**config.mk**
```make
export PLATFORM = sky130hd
export DESIGN_NAME = secv_exec_top
export DESIGN_NICKNAME = d
export VERILOG_FILES = /design/src/logic/secv_pkg.sv /design/src/logic/secv_decode.sv /design/src/logic/mov.sv /design/src/logic/secv_alu.sv /design/src/logic/secv_regfile.sv /design/src/logic/secv_pc.sv /design/src/logic/secv_ctrl.sv /design/src/logic/secv_exec_top.sv
export SDC_FILE = /design/constraint.sdc
export NUM_CORES = 2
export LEC_CHECK = 0
export BUFFER_PORTS_ARGS = -buffer_cell sky130_fd_sc_hd__buf_2
export CORE_AREA = 2 2 306 308
export CTS_CLUSTER_SIZE = 10
export DETAILED_ROUTE_END_ITERATION = 8
export DIE_AREA = 0 0 308 310
export PLACE_DENSITY = 0.91
export RECOVER_POWER = 50
export SYNTH_ARGS = -nofsm -noshare
export SYNTH_HDL_FRONTEND = slang
export SYNTH_SLANG_ARGS = --single-unit
```
**constraint.sdc**
```tcl
create_clock -name clk_i -period 15.8 [get_ports clk_i]
set_input_delay 0.79 -clock clk_i [delete_from_list [all_inputs] [get_ports clk_i]]
set_output_delay 0.79 -clock clk_i [all_outputs]
set_load 0.02 [all_outputs]
```
**src/logic/secv_pkg.sv**
```systemverilog
// Shared types for the execute subsystem; assumes XLEN = ILEN = 32 and RV32I base encodings only
package secv_pkg;

    localparam int XLEN = 32;                   // Data width, fixed by the immediate layout
    localparam int ILEN = 32;                   // Instruction width

    // Major opcodes handled here
    typedef enum logic [6:0] {
        OPCODE_LUI   = 7'b0110111,
        OPCODE_AUIPC = 7'b0010111,
        OPCODE_OPIMM = 7'b0010011
    } opcode_t;

    // OP-IMM sub-operations
    typedef enum logic [2:0] {
        F3_ADDI = 3'b000,
        F3_SLLI = 3'b001,
        F3_SLTI = 3'b010,
        F3_XORI = 3'b100,
        F3_SRLI = 3'b101,
        F3_ORI  = 3'b110,
        F3_ANDI = 3'b111
    } funct3_t;

    // I-type view of one instruction word, MSB first
    typedef struct packed {
        logic [11:0] imm_hi;                    // imm[11:0], or U-imm bits 31:20
        logic [4:0]  rs1;
        logic [2:0]  funct3;
        logic [4:0]  rd;
        logic [6:0]  opcode;
    } inst_t;

    typedef logic [XLEN-1:0] imm_t;             // Decoded immediate

    // Function unit select
    typedef enum logic [1:0] {
        UNIT_NONE = 2'd0,
        UNIT_MOV  = 2'd1,
        UNIT_ALU  = 2'd2
    } unit_t;

    // Controller states
    typedef enum logic [1:0] {
        ST_IDLE = 2'd0,                         // Waiting for a strobe
        ST_EXEC = 2'd1,                         // Unit enabled, result latched
        ST_WB   = 2'd2                          // Register write, retire strobe
    } state_t;

    // One retired instruction, 70 bits
    typedef struct packed {
        logic [XLEN-1:0] pc;
        logic [4:0]      rd;
        logic [XLEN-1:0] data;
        logic            err;                   // Illegal instruction
    } ret_t;

    // Single point for width extension; identity while XLEN is 32
    function automatic logic [XLEN-1:0] sext32(input imm_t imm);
        return imm;
    endfunction

endpackage

```
**src/logic/secv_decode.sv**
```systemverilog
// Combinational decoder; only LUI, AUIPC and the listed OP-IMM ops are legal, SRAI is rejected
`timescale 1ns/1ps

module secv_decode (
    input  secv_pkg::inst_t   inst_i,           // Registered instruction
    output secv_pkg::unit_t   unit_o,           // Selected function unit
    output secv_pkg::imm_t    imm_o,            // Decoded immediate
    output logic              err_o             // Illegal instruction
);
    import secv_pkg::*;

    logic [ILEN-1:0] raw;                       // Flat word for the U-type slice
    imm_t            imm_u;
    imm_t            imm_i;

    assign raw   = inst_i;
    assign imm_u = {raw[ILEN-1:12], 12'b0};     // Upper 20 bits, low 12 cleared
    assign imm_i = {{(XLEN-12){inst_i.imm_hi[11]}}, inst_i.imm_hi};

    always_comb begin
        unit_o = UNIT_NONE;
        imm_o  = '0;
        err_o  = 1'b0;
        case (opcode_t'(inst_i.opcode))
            OPCODE_LUI, OPCODE_AUIPC: begin
                unit_o = UNIT_MOV;
                imm_o  = imm_u;
            end
            OPCODE_OPIMM: begin
                imm_o = imm_i;
                case (funct3_t'(inst_i.funct3))
                    F3_ADDI, F3_SLTI, F3_XORI, F3_ORI, F3_ANDI: unit_o = UNIT_ALU;
                    F3_SLLI, F3_SRLI: begin
                        // Shift amount only, upper bits must be clear
                        if (inst_i.imm_hi[11:5] == 7'b0) unit_o = UNIT_ALU;
                        else err_o = 1'b1;
                    end
                    default: err_o = 1'b1;      // SLTIU not supported
                endcase
            end
            default: err_o = 1'b1;              // Unknown opcode
        endcase
    end

endmodule

```
**src/logic/mov.sv**
```systemverilog
// Move unit for LUI and AUIPC; expects a U-type immediate and drives zeros while not enabled
`timescale 1ns/1ps

module mov (
    input  secv_pkg::inst_t          inst_i,    // Instruction
    input  logic                     ena_i,     // Unit enable
    input  logic [secv_pkg::XLEN-1:0] pc_i,     // Current pc
    input  secv_pkg::imm_t           imm_i,     // U-type immediate
    output logic [secv_pkg::XLEN-1:0] rd_o,     // Result for rd
    output logic                     rd_wb_o    // Write rd
);
    import secv_pkg::*;

    logic [XLEN-1:0] ext_imm;

    assign ext_imm = sext32(imm_i);

    always_comb begin
        rd_o    = '0;
        rd_wb_o = 1'b0;
        if (ena_i) begin
            if (opcode_t'(inst_i.opcode) == OPCODE_LUI) begin
                rd_o    = ext_imm;              // Immediate as is
                rd_wb_o = 1'b1;
            end else if (opcode_t'(inst_i.opcode) == OPCODE_AUIPC) begin
                rd_o    = pc_i + ext_imm;       // Pc relative
                rd_wb_o = 1'b1;
            end
        end
    end

endmodule

```
**src/logic/secv_alu.sv**
```systemverilog
// OP-IMM unit; no SLTIU or SRAI, shift amount taken from the immediate's low 5 bits
`timescale 1ns/1ps

module secv_alu (
    input  secv_pkg::inst_t           inst_i,   // Instruction
    input  logic                      ena_i,    // Unit enable
    input  logic [secv_pkg::XLEN-1:0] rs1_i,    // Source operand
    input  secv_pkg::imm_t            imm_i,    // Sign-extended I-type immediate
    output logic [secv_pkg::XLEN-1:0] rd_o,     // Result for rd
    output logic                      rd_wb_o   // Write rd
);
    import secv_pkg::*;

    logic [XLEN-1:0] op_b;
    logic [4:0]      shamt;

    assign op_b  = sext32(imm_i);
    assign shamt = imm_i[4:0];

    always_comb begin
        rd_o    = '0;
        rd_wb_o = 1'b0;
        if (ena_i) begin
            rd_wb_o = 1'b1;
            case (funct3_t'(inst_i.funct3))
                F3_ADDI: rd_o = rs1_i + op_b;
                F3_SLTI: begin
                    // Signed compare, result is 0 or 1
                    rd_o = ($signed(rs1_i) < $signed(op_b)) ? XLEN'(1) : '0;
                end
                F3_XORI: rd_o = rs1_i ^ op_b;
                F3_ORI:  rd_o = rs1_i | op_b;
                F3_ANDI: rd_o = rs1_i & op_b;
                F3_SLLI: rd_o = rs1_i << shamt;
                F3_SRLI: rd_o = rs1_i >> shamt;     // Logical, zero fill
                default: begin
                    rd_o    = '0;                   // Filtered by the decoder
                    rd_wb_o = 1'b0;
                end
            endcase
        end
    end

endmodule

```
**src/logic/secv_regfile.sv**
```systemverilog
// 32 x XLEN register file; combinational read, one write per cycle, x0 hardwired to zero
`timescale 1ns/1ps

module secv_regfile (
    input  logic                      clk_i,
    input  logic                      rst_n_i,
    input  logic [4:0]                rs1_i,     // Read address
    output logic [secv_pkg::XLEN-1:0] rs1_o,     // Read data
    input  logic                      wr_en_i,   // Write strobe
    input  logic [4:0]                rd_i,      // Write address
    input  logic [secv_pkg::XLEN-1:0] rd_data_i  // Write data
);
    import secv_pkg::*;

    logic [XLEN-1:0] regs [1:31];               // No storage for x0

    always_ff @(posedge clk_i or negedge rst_n_i) begin
        if (!rst_n_i) begin
            for (int i = 1; i < 32; i++) begin
                regs[i] <= '0;
            end
        end else if (wr_en_i && (rd_i != 5'd0)) begin
            regs[rd_i] <= rd_data_i;            // Writes to x0 dropped
        end
    end

    // x0 reads zero
    assign rs1_o = (rs1_i == 5'd0) ? '0 : regs[rs1_i];

endmodule

```
**src/logic/secv_pc.sv**
```systemverilog
// Program counter; loads RESET_PC on reset and steps by 4 per retire, no jumps or branches
`timescale 1ns/1ps

module secv_pc #(
    parameter logic [secv_pkg::XLEN-1:0] RESET_PC = '0    // Address after reset
) (
    input  logic                      clk_i,
    input  logic                      rst_n_i,
    input  logic                      step_i,   // Advance by one instruction
    output logic [secv_pkg::XLEN-1:0] pc_o      // Current instruction address
);
    import secv_pkg::*;

    logic [XLEN-1:0] pc_q;

    always_ff @(posedge clk_i or negedge rst_n_i) begin
        if (!rst_n_i) begin
            pc_q <= RESET_PC;
        end else if (step_i) begin
            pc_q <= pc_q + XLEN'(4);            // Fixed 32-bit instructions
        end
    end

    assign pc_o = pc_q;

endmodule

```
**src/logic/secv_ctrl.sv**
```systemverilog
// Accept/execute/write-back FSM; one instruction in flight, strobes while busy are dropped
`timescale 1ns/1ps

module secv_ctrl (
    input  logic                      clk_i,
    input  logic                      rst_n_i,
    input  logic                      inst_vld_i,   // Host strobe
    input  secv_pkg::inst_t           inst_i,       // Host instruction
    output secv_pkg::inst_t           inst_o,       // Held instruction
    input  logic [secv_pkg::XLEN-1:0] res_i,        // Unit result
    input  logic                      res_wb_i,     // Unit wants rd written
    input  logic                      err_i,        // Decoder error
    input  logic [secv_pkg::XLEN-1:0] pc_i,         // Current pc
    output logic                      exec_o,       // Unit enable phase
    output logic                      wb_o,         // Write-back phase
    output logic                      wr_en_o,      // Register file write
    output logic                      ret_vld_o,    // Retire strobe
    output secv_pkg::ret_t            ret_o         // Retire record
);
    import secv_pkg::*;

    state_t state_q;
    state_t state_d;
    inst_t  inst_q;
    ret_t   ret_q;
    logic   wb_q;                               // Latched write-back flag

    always_comb begin
        state_d = state_q;
        case (state_q)
            ST_IDLE: if (inst_vld_i) state_d = ST_EXEC;
            ST_EXEC: state_d = ST_WB;
            ST_WB:   state_d = ST_IDLE;
            default: state_d = ST_IDLE;
        endcase
    end

    always_ff @(posedge clk_i or negedge rst_n_i) begin
        if (!rst_n_i) begin
            state_q <= ST_IDLE;
            wb_q    <= 1'b0;
        end else begin
            state_q <= state_d;
            if (state_q == ST_EXEC) wb_q <= res_wb_i;
        end
    end

    // Payload only, qualified by the state
    always_ff @(posedge clk_i) begin
        if (state_q == ST_IDLE && inst_vld_i) inst_q <= inst_i;     // Accept
        if (state_q == ST_EXEC) begin
            ret_q.pc   <= pc_i;
            ret_q.rd   <= inst_q.rd;
            ret_q.data <= res_i;
            ret_q.err  <= err_i;
        end
    end

    assign inst_o    = inst_q;
    assign exec_o    = (state_q == ST_EXEC);
    assign wb_o      = (state_q == ST_WB);
    assign wr_en_o   = wb_o && wb_q && !ret_q.err;
    assign ret_vld_o = wb_o;                    // One cycle per instruction
    assign ret_o     = ret_q;

endmodule

```
**src/logic/secv_exec_top.sv**
```systemverilog
// Execute subsystem top; host must wait for ret_vld_o before the next strobe, no back-pressure
`timescale 1ns/1ps

module secv_exec_top #(
    parameter logic [secv_pkg::XLEN-1:0] RESET_PC = '0    // First instruction address
) (
    input  logic            clk_i,
    input  logic            rst_n_i,
    input  logic            inst_vld_i,         // Instruction strobe
    input  secv_pkg::inst_t inst_i,             // Instruction word
    output logic            ret_vld_o,          // Retire strobe
    output secv_pkg::ret_t  ret_o               // Retire record
);
    import secv_pkg::*;

    inst_t           inst;                      // Held instruction
    unit_t           unit;
    imm_t            imm;
    logic            dec_err;
    logic [XLEN-1:0] pc;
    logic [XLEN-1:0] rs1_data;
    logic            exec;
    logic            wb;
    logic            wr_en;
    logic [XLEN-1:0] mov_rd;
    logic            mov_wb;
    logic [XLEN-1:0] alu_rd;
    logic            alu_wb;
    logic [XLEN-1:0] res;
    logic            res_wb;

    // Disabled units drive zero, so an OR merges them
    assign res    = mov_rd | alu_rd;
    assign res_wb = mov_wb | alu_wb;

    secv_ctrl u_ctrl (
        .clk_i      (clk_i),
        .rst_n_i    (rst_n_i),
        .inst_vld_i (inst_vld_i),
        .inst_i     (inst_i),
        .inst_o     (inst),
        .res_i      (res),
        .res_wb_i   (res_wb),
        .err_i      (dec_err),
        .pc_i       (pc),
        .exec_o     (exec),
        .wb_o       (wb),
        .wr_en_o    (wr_en),
        .ret_vld_o  (ret_vld_o),
        .ret_o      (ret_o)
    );

    secv_decode u_decode (.inst_i(inst), .unit_o(unit), .imm_o(imm), .err_o(dec_err));

    mov u_mov (
        .inst_i  (inst),
        .ena_i   (exec && (unit == UNIT_MOV)),
        .pc_i    (pc),
        .imm_i   (imm),
        .rd_o    (mov_rd),
        .rd_wb_o (mov_wb)
    );

    secv_alu u_alu (
        .inst_i  (inst),
        .ena_i   (exec && (unit == UNIT_ALU)),
        .rs1_i   (rs1_data),
        .imm_i   (imm),
        .rd_o    (alu_rd),
        .rd_wb_o (alu_wb)
    );

    secv_regfile u_regfile (
        .clk_i     (clk_i),
        .rst_n_i   (rst_n_i),
        .rs1_i     (inst.rs1),
        .rs1_o     (rs1_data),
        .wr_en_i   (wr_en),
        .rd_i      (ret_o.rd),                  // Same as the held rd
        .rd_data_i (ret_o.data)
    );

    secv_pc #(.RESET_PC(RESET_PC)) u_pc (
        .clk_i   (clk_i),
        .rst_n_i (rst_n_i),
        .step_i  (wb),                          // One step per retire
        .pc_o    (pc)
    );

endmodule

```
After elaboration in Yosys (flattened, before gate mapping)
Cells that the tools add are included.
Word-level totals
  input bits: 35
  register bits: 1129
Cells by class
  shift operators: 2
  bitwise logic cells: 7
  equality and inequality tests: 14
  reduce and logical (&&, ||, !) cells: 17
  mux-type cells: 27
  $add $sub $neg: 3
  magnitude comparators: 4
Operator list (count)
  $bwmux 992: 1
  $mux 32: 8
  $pmux 32 s7: 1
  $bmux 32 s5: 1
  $demux 32 s5: 1
  $add 32x32->32: 2
  $or 32x32->32: 2
  $pmux 32 s2: 1
  $add 32x3->32 const B: 1
  $and 32x32->32: 1
  $lt 32x32->1: 1
  $shl 32x5->32: 1
  $shr 32x5->32: 1
  $xor 32x32->32: 1
  $eq 7x5->1 const B: 2
  $eq 3x3->1 const B: 4
  $ge 6x6->1 const B: 2
  $not 5->6: 2
  $pmux 2 s2: 3
  $eq 7x6->1 const B: 1
  $logic_and 1x1->1: 7
  $logic_not 7->1: 1
  $mux 1: 7
  $reduce_or 7->1: 1
  16 further kinds: 21

Depth between registers and ports, before layout
  depth in word-level cells: 10
  mapped depth: 23
  gate-level depth less buffers: 18

Cells and area by module
Synthesis repeated with hierarchy kept, for this count alone.
Second synthesis, totals
  cells, all modules: 4928
  area, all modules: 60436.7 um^2
By module, submodules not included
  secv_regfile: instances 1, sequential area each 24823.8 um^2, cells each 3161, area each 45567.5 um^2
  secv_alu: instances 1, sequential area each 0.0 um^2, cells each 1070, area each 7229.4 um^2
  secv_ctrl: instances 1, sequential area each 3138.0 um^2, cells each 113, area each 3211.8 um^2
  mov: instances 1, sequential area each 0.0 um^2, cells each 356, area each 2358.5 um^2
  secv_pc: instances 1, sequential area each 750.7 um^2, cells each 118, area each 1393.8 um^2
  secv_decode: instances 1, sequential area each 0.0 um^2, cells each 75, area each 451.7 um^2
  secv_exec_top: instances 1, sequential area each 0.0 um^2, cells each 35, area each 224.0 um^2

Least setup slack after synthesis
Ideal clock, no wire load.
  path type: reg-to-reg
  from: register u_ctrl.inst_q (netlist bit u_ctrl.inst_o[3])
  to: register u_ctrl.ret_q (netlist bit u_ctrl.ret_o[31]) (data pin)
  cell stages (with the launch flop): 23
  path buffers: 5
  library setup time: 0.272 ns
  slack: 10.687 ns
  period minus slack after synthesis: 5.113 ns
  data arrival time: 4.841 ns
  path through: edfxtp_1 -> nor4bb_1 -> and3_1 -> clkbuf_1 -> and2_1 -> buf_4 -> buf_2 -> buf_2 -> buf_2 -> ha_1 -> inv_1 -> fa_1 -> o21bai_1 -> a211oi_1 -> o311ai_0 -> o211ai_1 -> o21ai_0 -> a32oi_1 -> a2bb2oi_1 -> o32a_1 -> o32ai_1 -> xor2_1 -> o2111ai_1
Between the ends
  cells in the longest elaborated chain, start to end: 8
RTL lines
  from (decl): RTL line secv_ctrl.sv:24  | inst_t inst_q;
  from (signal assigned): RTL line secv_ctrl.sv:50  | if (state_q == ST_IDLE && inst_vld_i) inst_q <= inst_i;
  $eq 7x6->1 / $eq 7x5->1 (equally long branches): RTL line secv_decode.sv:24, mov.sv:22, mov.sv:25
  $reduce_or 2->1: RTL line secv_decode.sv:24  | case (opcode_t'(inst_i.opcode))
  $pmux 32 s2: RTL line secv_decode.sv:24
  $add 32x32->32: RTL line mov.sv:26  | rd_o = pc_i + ext_imm;
  $mux 32: RTL line mov.sv:25  | end else if (opcode_t'(inst_i.opcode) == OPCODE_AUIPC) begin
  $mux 32: RTL line mov.sv:22  | if (opcode_t'(inst_i.opcode) == OPCODE_LUI) begin
  $mux 32: RTL line mov.sv:21  | if (ena_i) begin
  $or 32x32->32 (*): RTL line secv_exec_top.sv:33  | assign res = mov_rd | alu_rd;
  via res[30]: RTL line secv_exec_top.sv:29  | logic [XLEN-1:0] res;
  to (decl): RTL line secv_ctrl.sv:25  | ret_t ret_q;
Mark *: on every way through the listed nets, which the timed path passes. The rest lies on a longest branch.
A chain may end at the register's enable or synchronous reset.

==> results.yml <==
run_status:
  status: "finished, violations left"
  violations: "capacitance limit, slew limit"
yosys:
  netlist_top_cells_area: "dfrtp_1 (43%), mux2_2 (20%), mux2i_1 (8.0%)"
  syn_area_per_cell_sq_um: 12.3
  async_reset_ff_frac: 0.911
  synthMuxAreaShare: 0.292
  yosys.area_share.simple: 0.0585
  synth_top_area_share: 0.432
  synth-seq-cells: 1125
  yosys.area_share.xor_xnor: 0.0113
  synth_ff_type: "dfrtp_1"
  seq_area_frac_synth: 0.482
  yosys_warnings: 0
  netlist_area_sq_um: 59400
  synthAdderAreaFrac: 0.0274
  synth-edff-count: 100
  synth_cell_type_count: 110
  synthCells: 4831
  synth_top_family_by_area: "multiplexers"
  synth_compound_area_frac: 0.0863
  synth_largest_area_cell: "dfrtp_1"
detailed_routing:
  vias: 44496
  first_iter_violations: 5680
  viasPerCell: 7.37
  wl_per_cell_um: 33.2
  dr.pass1.iters: 6
  route.detailed.drc: 0
  antenna_left: 0
  finalWirelength_mm: 200
clocking:
  cts_root_buf: "clkbuf_16"
  worstSkewPairLatency_ns: 0.77
  ctsHoldBuffers: 0
  cts_resized: 0
  cts_tree: "built"
  cts.clk_slew.worst_paths_ns: 0.06
  cts_sinks: 1125
  clk_path_buf_depth: 3
  numCtsBuffers: 132
  cts.htree.levels: 4
  cts_post_setup_buffers_inserted: 0
floorplanning:
  die_w_um: 308
  coreArea_sq_um: 92500
  die_h_um: 310
  num_rows: 112
  io_pins: 106
  die-area_sq_um: 95500
  initial_core_util: 0.643
place:
  hpwl_mm: 121
  post-place-ws_ns: 8.43
  place.gp.congestion: 1.07
  io_buffer_count: 103
  place_area_sq_um: 60600
timing:
  final_hold_viol_count: 0
  fmax_mhz: 111
  fin_ws_ns: 6.82
  setup-violations-final: 0
  rsz0062_at_grt: "false"
  worst_pin_slew_ns: 4.67
  slew_headroom: -2.11
  final_max_slew_viol_count: 1299
  fin_crit_sh: 0.568
  setup_tns_ns: 0
  fin_skew_ns: 0.0476
  fin_crit_ns: 8.98
global_route:
  grt_max_degree: 127
  grt_overflow_total: 0
  grt_pass1_vias: 45889
  grt_use_met2: 0.647
  met3_usage: 0.110
  grt_first_pass_wirelength_mm: 294
  top_usage_layer: "met2"
  grt_antenna_before_repair: 3
  grt.met1_usage: 0.508
  grt_use_total: 0.417
setup_path:
  r2r-start: "u_ctrl.inst_o[15]$_DFFE_PP_"
  r2r_end: "u_ctrl.ret_o[32]$_DFFE_PN_"
  rrSetupSlack_ns: 8.12
  endpoint: "u_regfile.regs[595]$_DFFE_PN0P_"
  crit_required_ns: 16.48
  critPathLaunch: "rst_n_i"
  reg2reg_depth: 19
  crit_path_end_kind: "asynchronous set/reset pin"
  arrival_ns: 9.65
  start_kind: "input port"
  crit_fanout: 89
  path_class: "input port to asynchronous set/reset pin"
final_layout:
  fin_nets: 4961
  drive_above_1_share: 0.303
  multi_input_area_sq_um: 28400
  area_growth_pct: 7.63
  n_fill_cell: 5935
  fin_area_sq_um: 64000
  regArea_sq_um: 28700
power:
  peakVddDrop_v: 0.000107
  p_per_area_nw_per_um2: 100
  cellLeakagePower_nw: 31.2
worst_hold_path:
  whs_path_depth: 1
  hp-class: "input port to flip-flop"
job:
  drv_cap: 33
-- worst min-delay path by stage --
stage | start | to
6_report | inst_i[26] | u_ctrl.inst_o[26]$_DFFE_PP_
5_1_grt | inst_i[29] | u_ctrl.inst_o[29]$_DFFE_PP_
4_1_cts | rst_n_i | u_regfile.regs[353]$_DFFE_PN0P_
3_5_place_dp | u_ctrl.inst_o[10]$_DFFE_PP_ | u_ctrl.ret_o[36]$_DFFE_PN_
3_3_place_gp | u_ctrl.inst_o[10]$_DFFE_PP_ | u_ctrl.ret_o[36]$_DFFE_PN_
2_1_floorplan | u_ctrl.inst_o[7]$_DFFE_PP_ | u_ctrl.ret_o[33]$_DFFE_PN_
-- layout by cell type, fill, tap and decap left out, types with 45 or more instances in the layout --
| cell type | instances |
|---|---|
| nor2_1 | 162 |
| inv_1 | 94 |
| dfrtp_1 | 1025 |
| xnor2_1 | 57 |
| clkbuf_16 | 135 |
| nand2_1 | 190 |
| nand3_1 | 76 |
| a21oi_1 | 145 |
| buf_4 | 99 |
| nor3_1 | 45 |
| buf_2 | 55 |
| o22ai_1 | 135 |
| mux2_2 | 1032 |
| o21ai_0 | 89 |
| edfxtp_1 | 100 |
| mux2i_1 | 475 |
| clkbuf_1 | 107 |
| a22oi_1 | 62 |
| ha_1 | 127 |
-- routing by layer --
metal,wire (um),vias to the layer above,part of all wire
met5,13,-,0.000065
met4,16800,2,0.084
met3,22000,1169,0.11
met2,90500,3405,0.45
met1,70700,22272,0.35
li1,-,17648,-
-- registers in the layout (all words and copies together), names as in the netlist --
name / flops
u_pc.pc_o: 30
u_ctrl.ret_o: 68
u_ctrl.state_q: 2
u_regfile.regs: 992
u_ctrl.wb_q: 1
u_ctrl.inst_o: 32
-- cell families after synthesis --
kind of cell,after synthesis
adder cells (fa/ha/maj),129
buffers and inverters,509
other,1
multiplexers,1555
AND/OR/NAND/NOR,698
XOR/XNOR,77
flip-flops,1125
AO/OA/AOI/OAI,737
-- area by class of cell --
cell class,instances,share of cell area
Multi-Input combinational cell,3198,0.444
Antenna cell,2,0.0000782
Tap cell,1197,0.0234
Inverter,99,0.00581
Timing Repair Buffer,241,0.0218
Clock inverter,14,0.00231
Clock buffer,159,0.0544
Sequential cell,1125,0.448
-- power by group --
part	leakage, nW	internal, W	switching, W
sequential	15.3	0.00296	0.0000489
clock	1.77	0.00154	0.00120
combinational	14.1	0.000173	0.000472
total	31.2	0.00467	0.00172
-- critical path, cell delays in order --
cell and delay [ns]:
clkbuf_1 3.20, clkbuf_1 2.69, buf_4 1.00, buf_4 0.77, buf_4 0.96
-- cell usage after synthesis (89+ instances only) --
master / n
nor2_1: 168
nand2_1: 210
mux2i_1: 475
dfrtp_1: 1025
ha_1: 127
a21oi_1: 145
edfxtp_1: 100
inv_1: 94
clkbuf_1: 219
o21ai_0: 89
mux2_2: 1035
o22ai_1: 135
-- metrics by stage --
stage | hold slack (ns) | total power [W] | utilization | std cells
6_report | 0.196 | 0.00639 | 0.692 | 6035
5_1_grt | 0.198 | 0.00653 | 0.691 | 6033
4_1_cts | 0.0385 | 0.00637 | 0.694 | 6032
3_5_place_dp | 0.407 | 0.00368 | 0.655 | 5859
3_3_place_gp | 0.403 | 0.00367 | 0.655 | 5859
2_1_floorplan | 0.400 | 0.00342 | - | 4832
No activity file was read; power rests on OpenSTA's default activity.
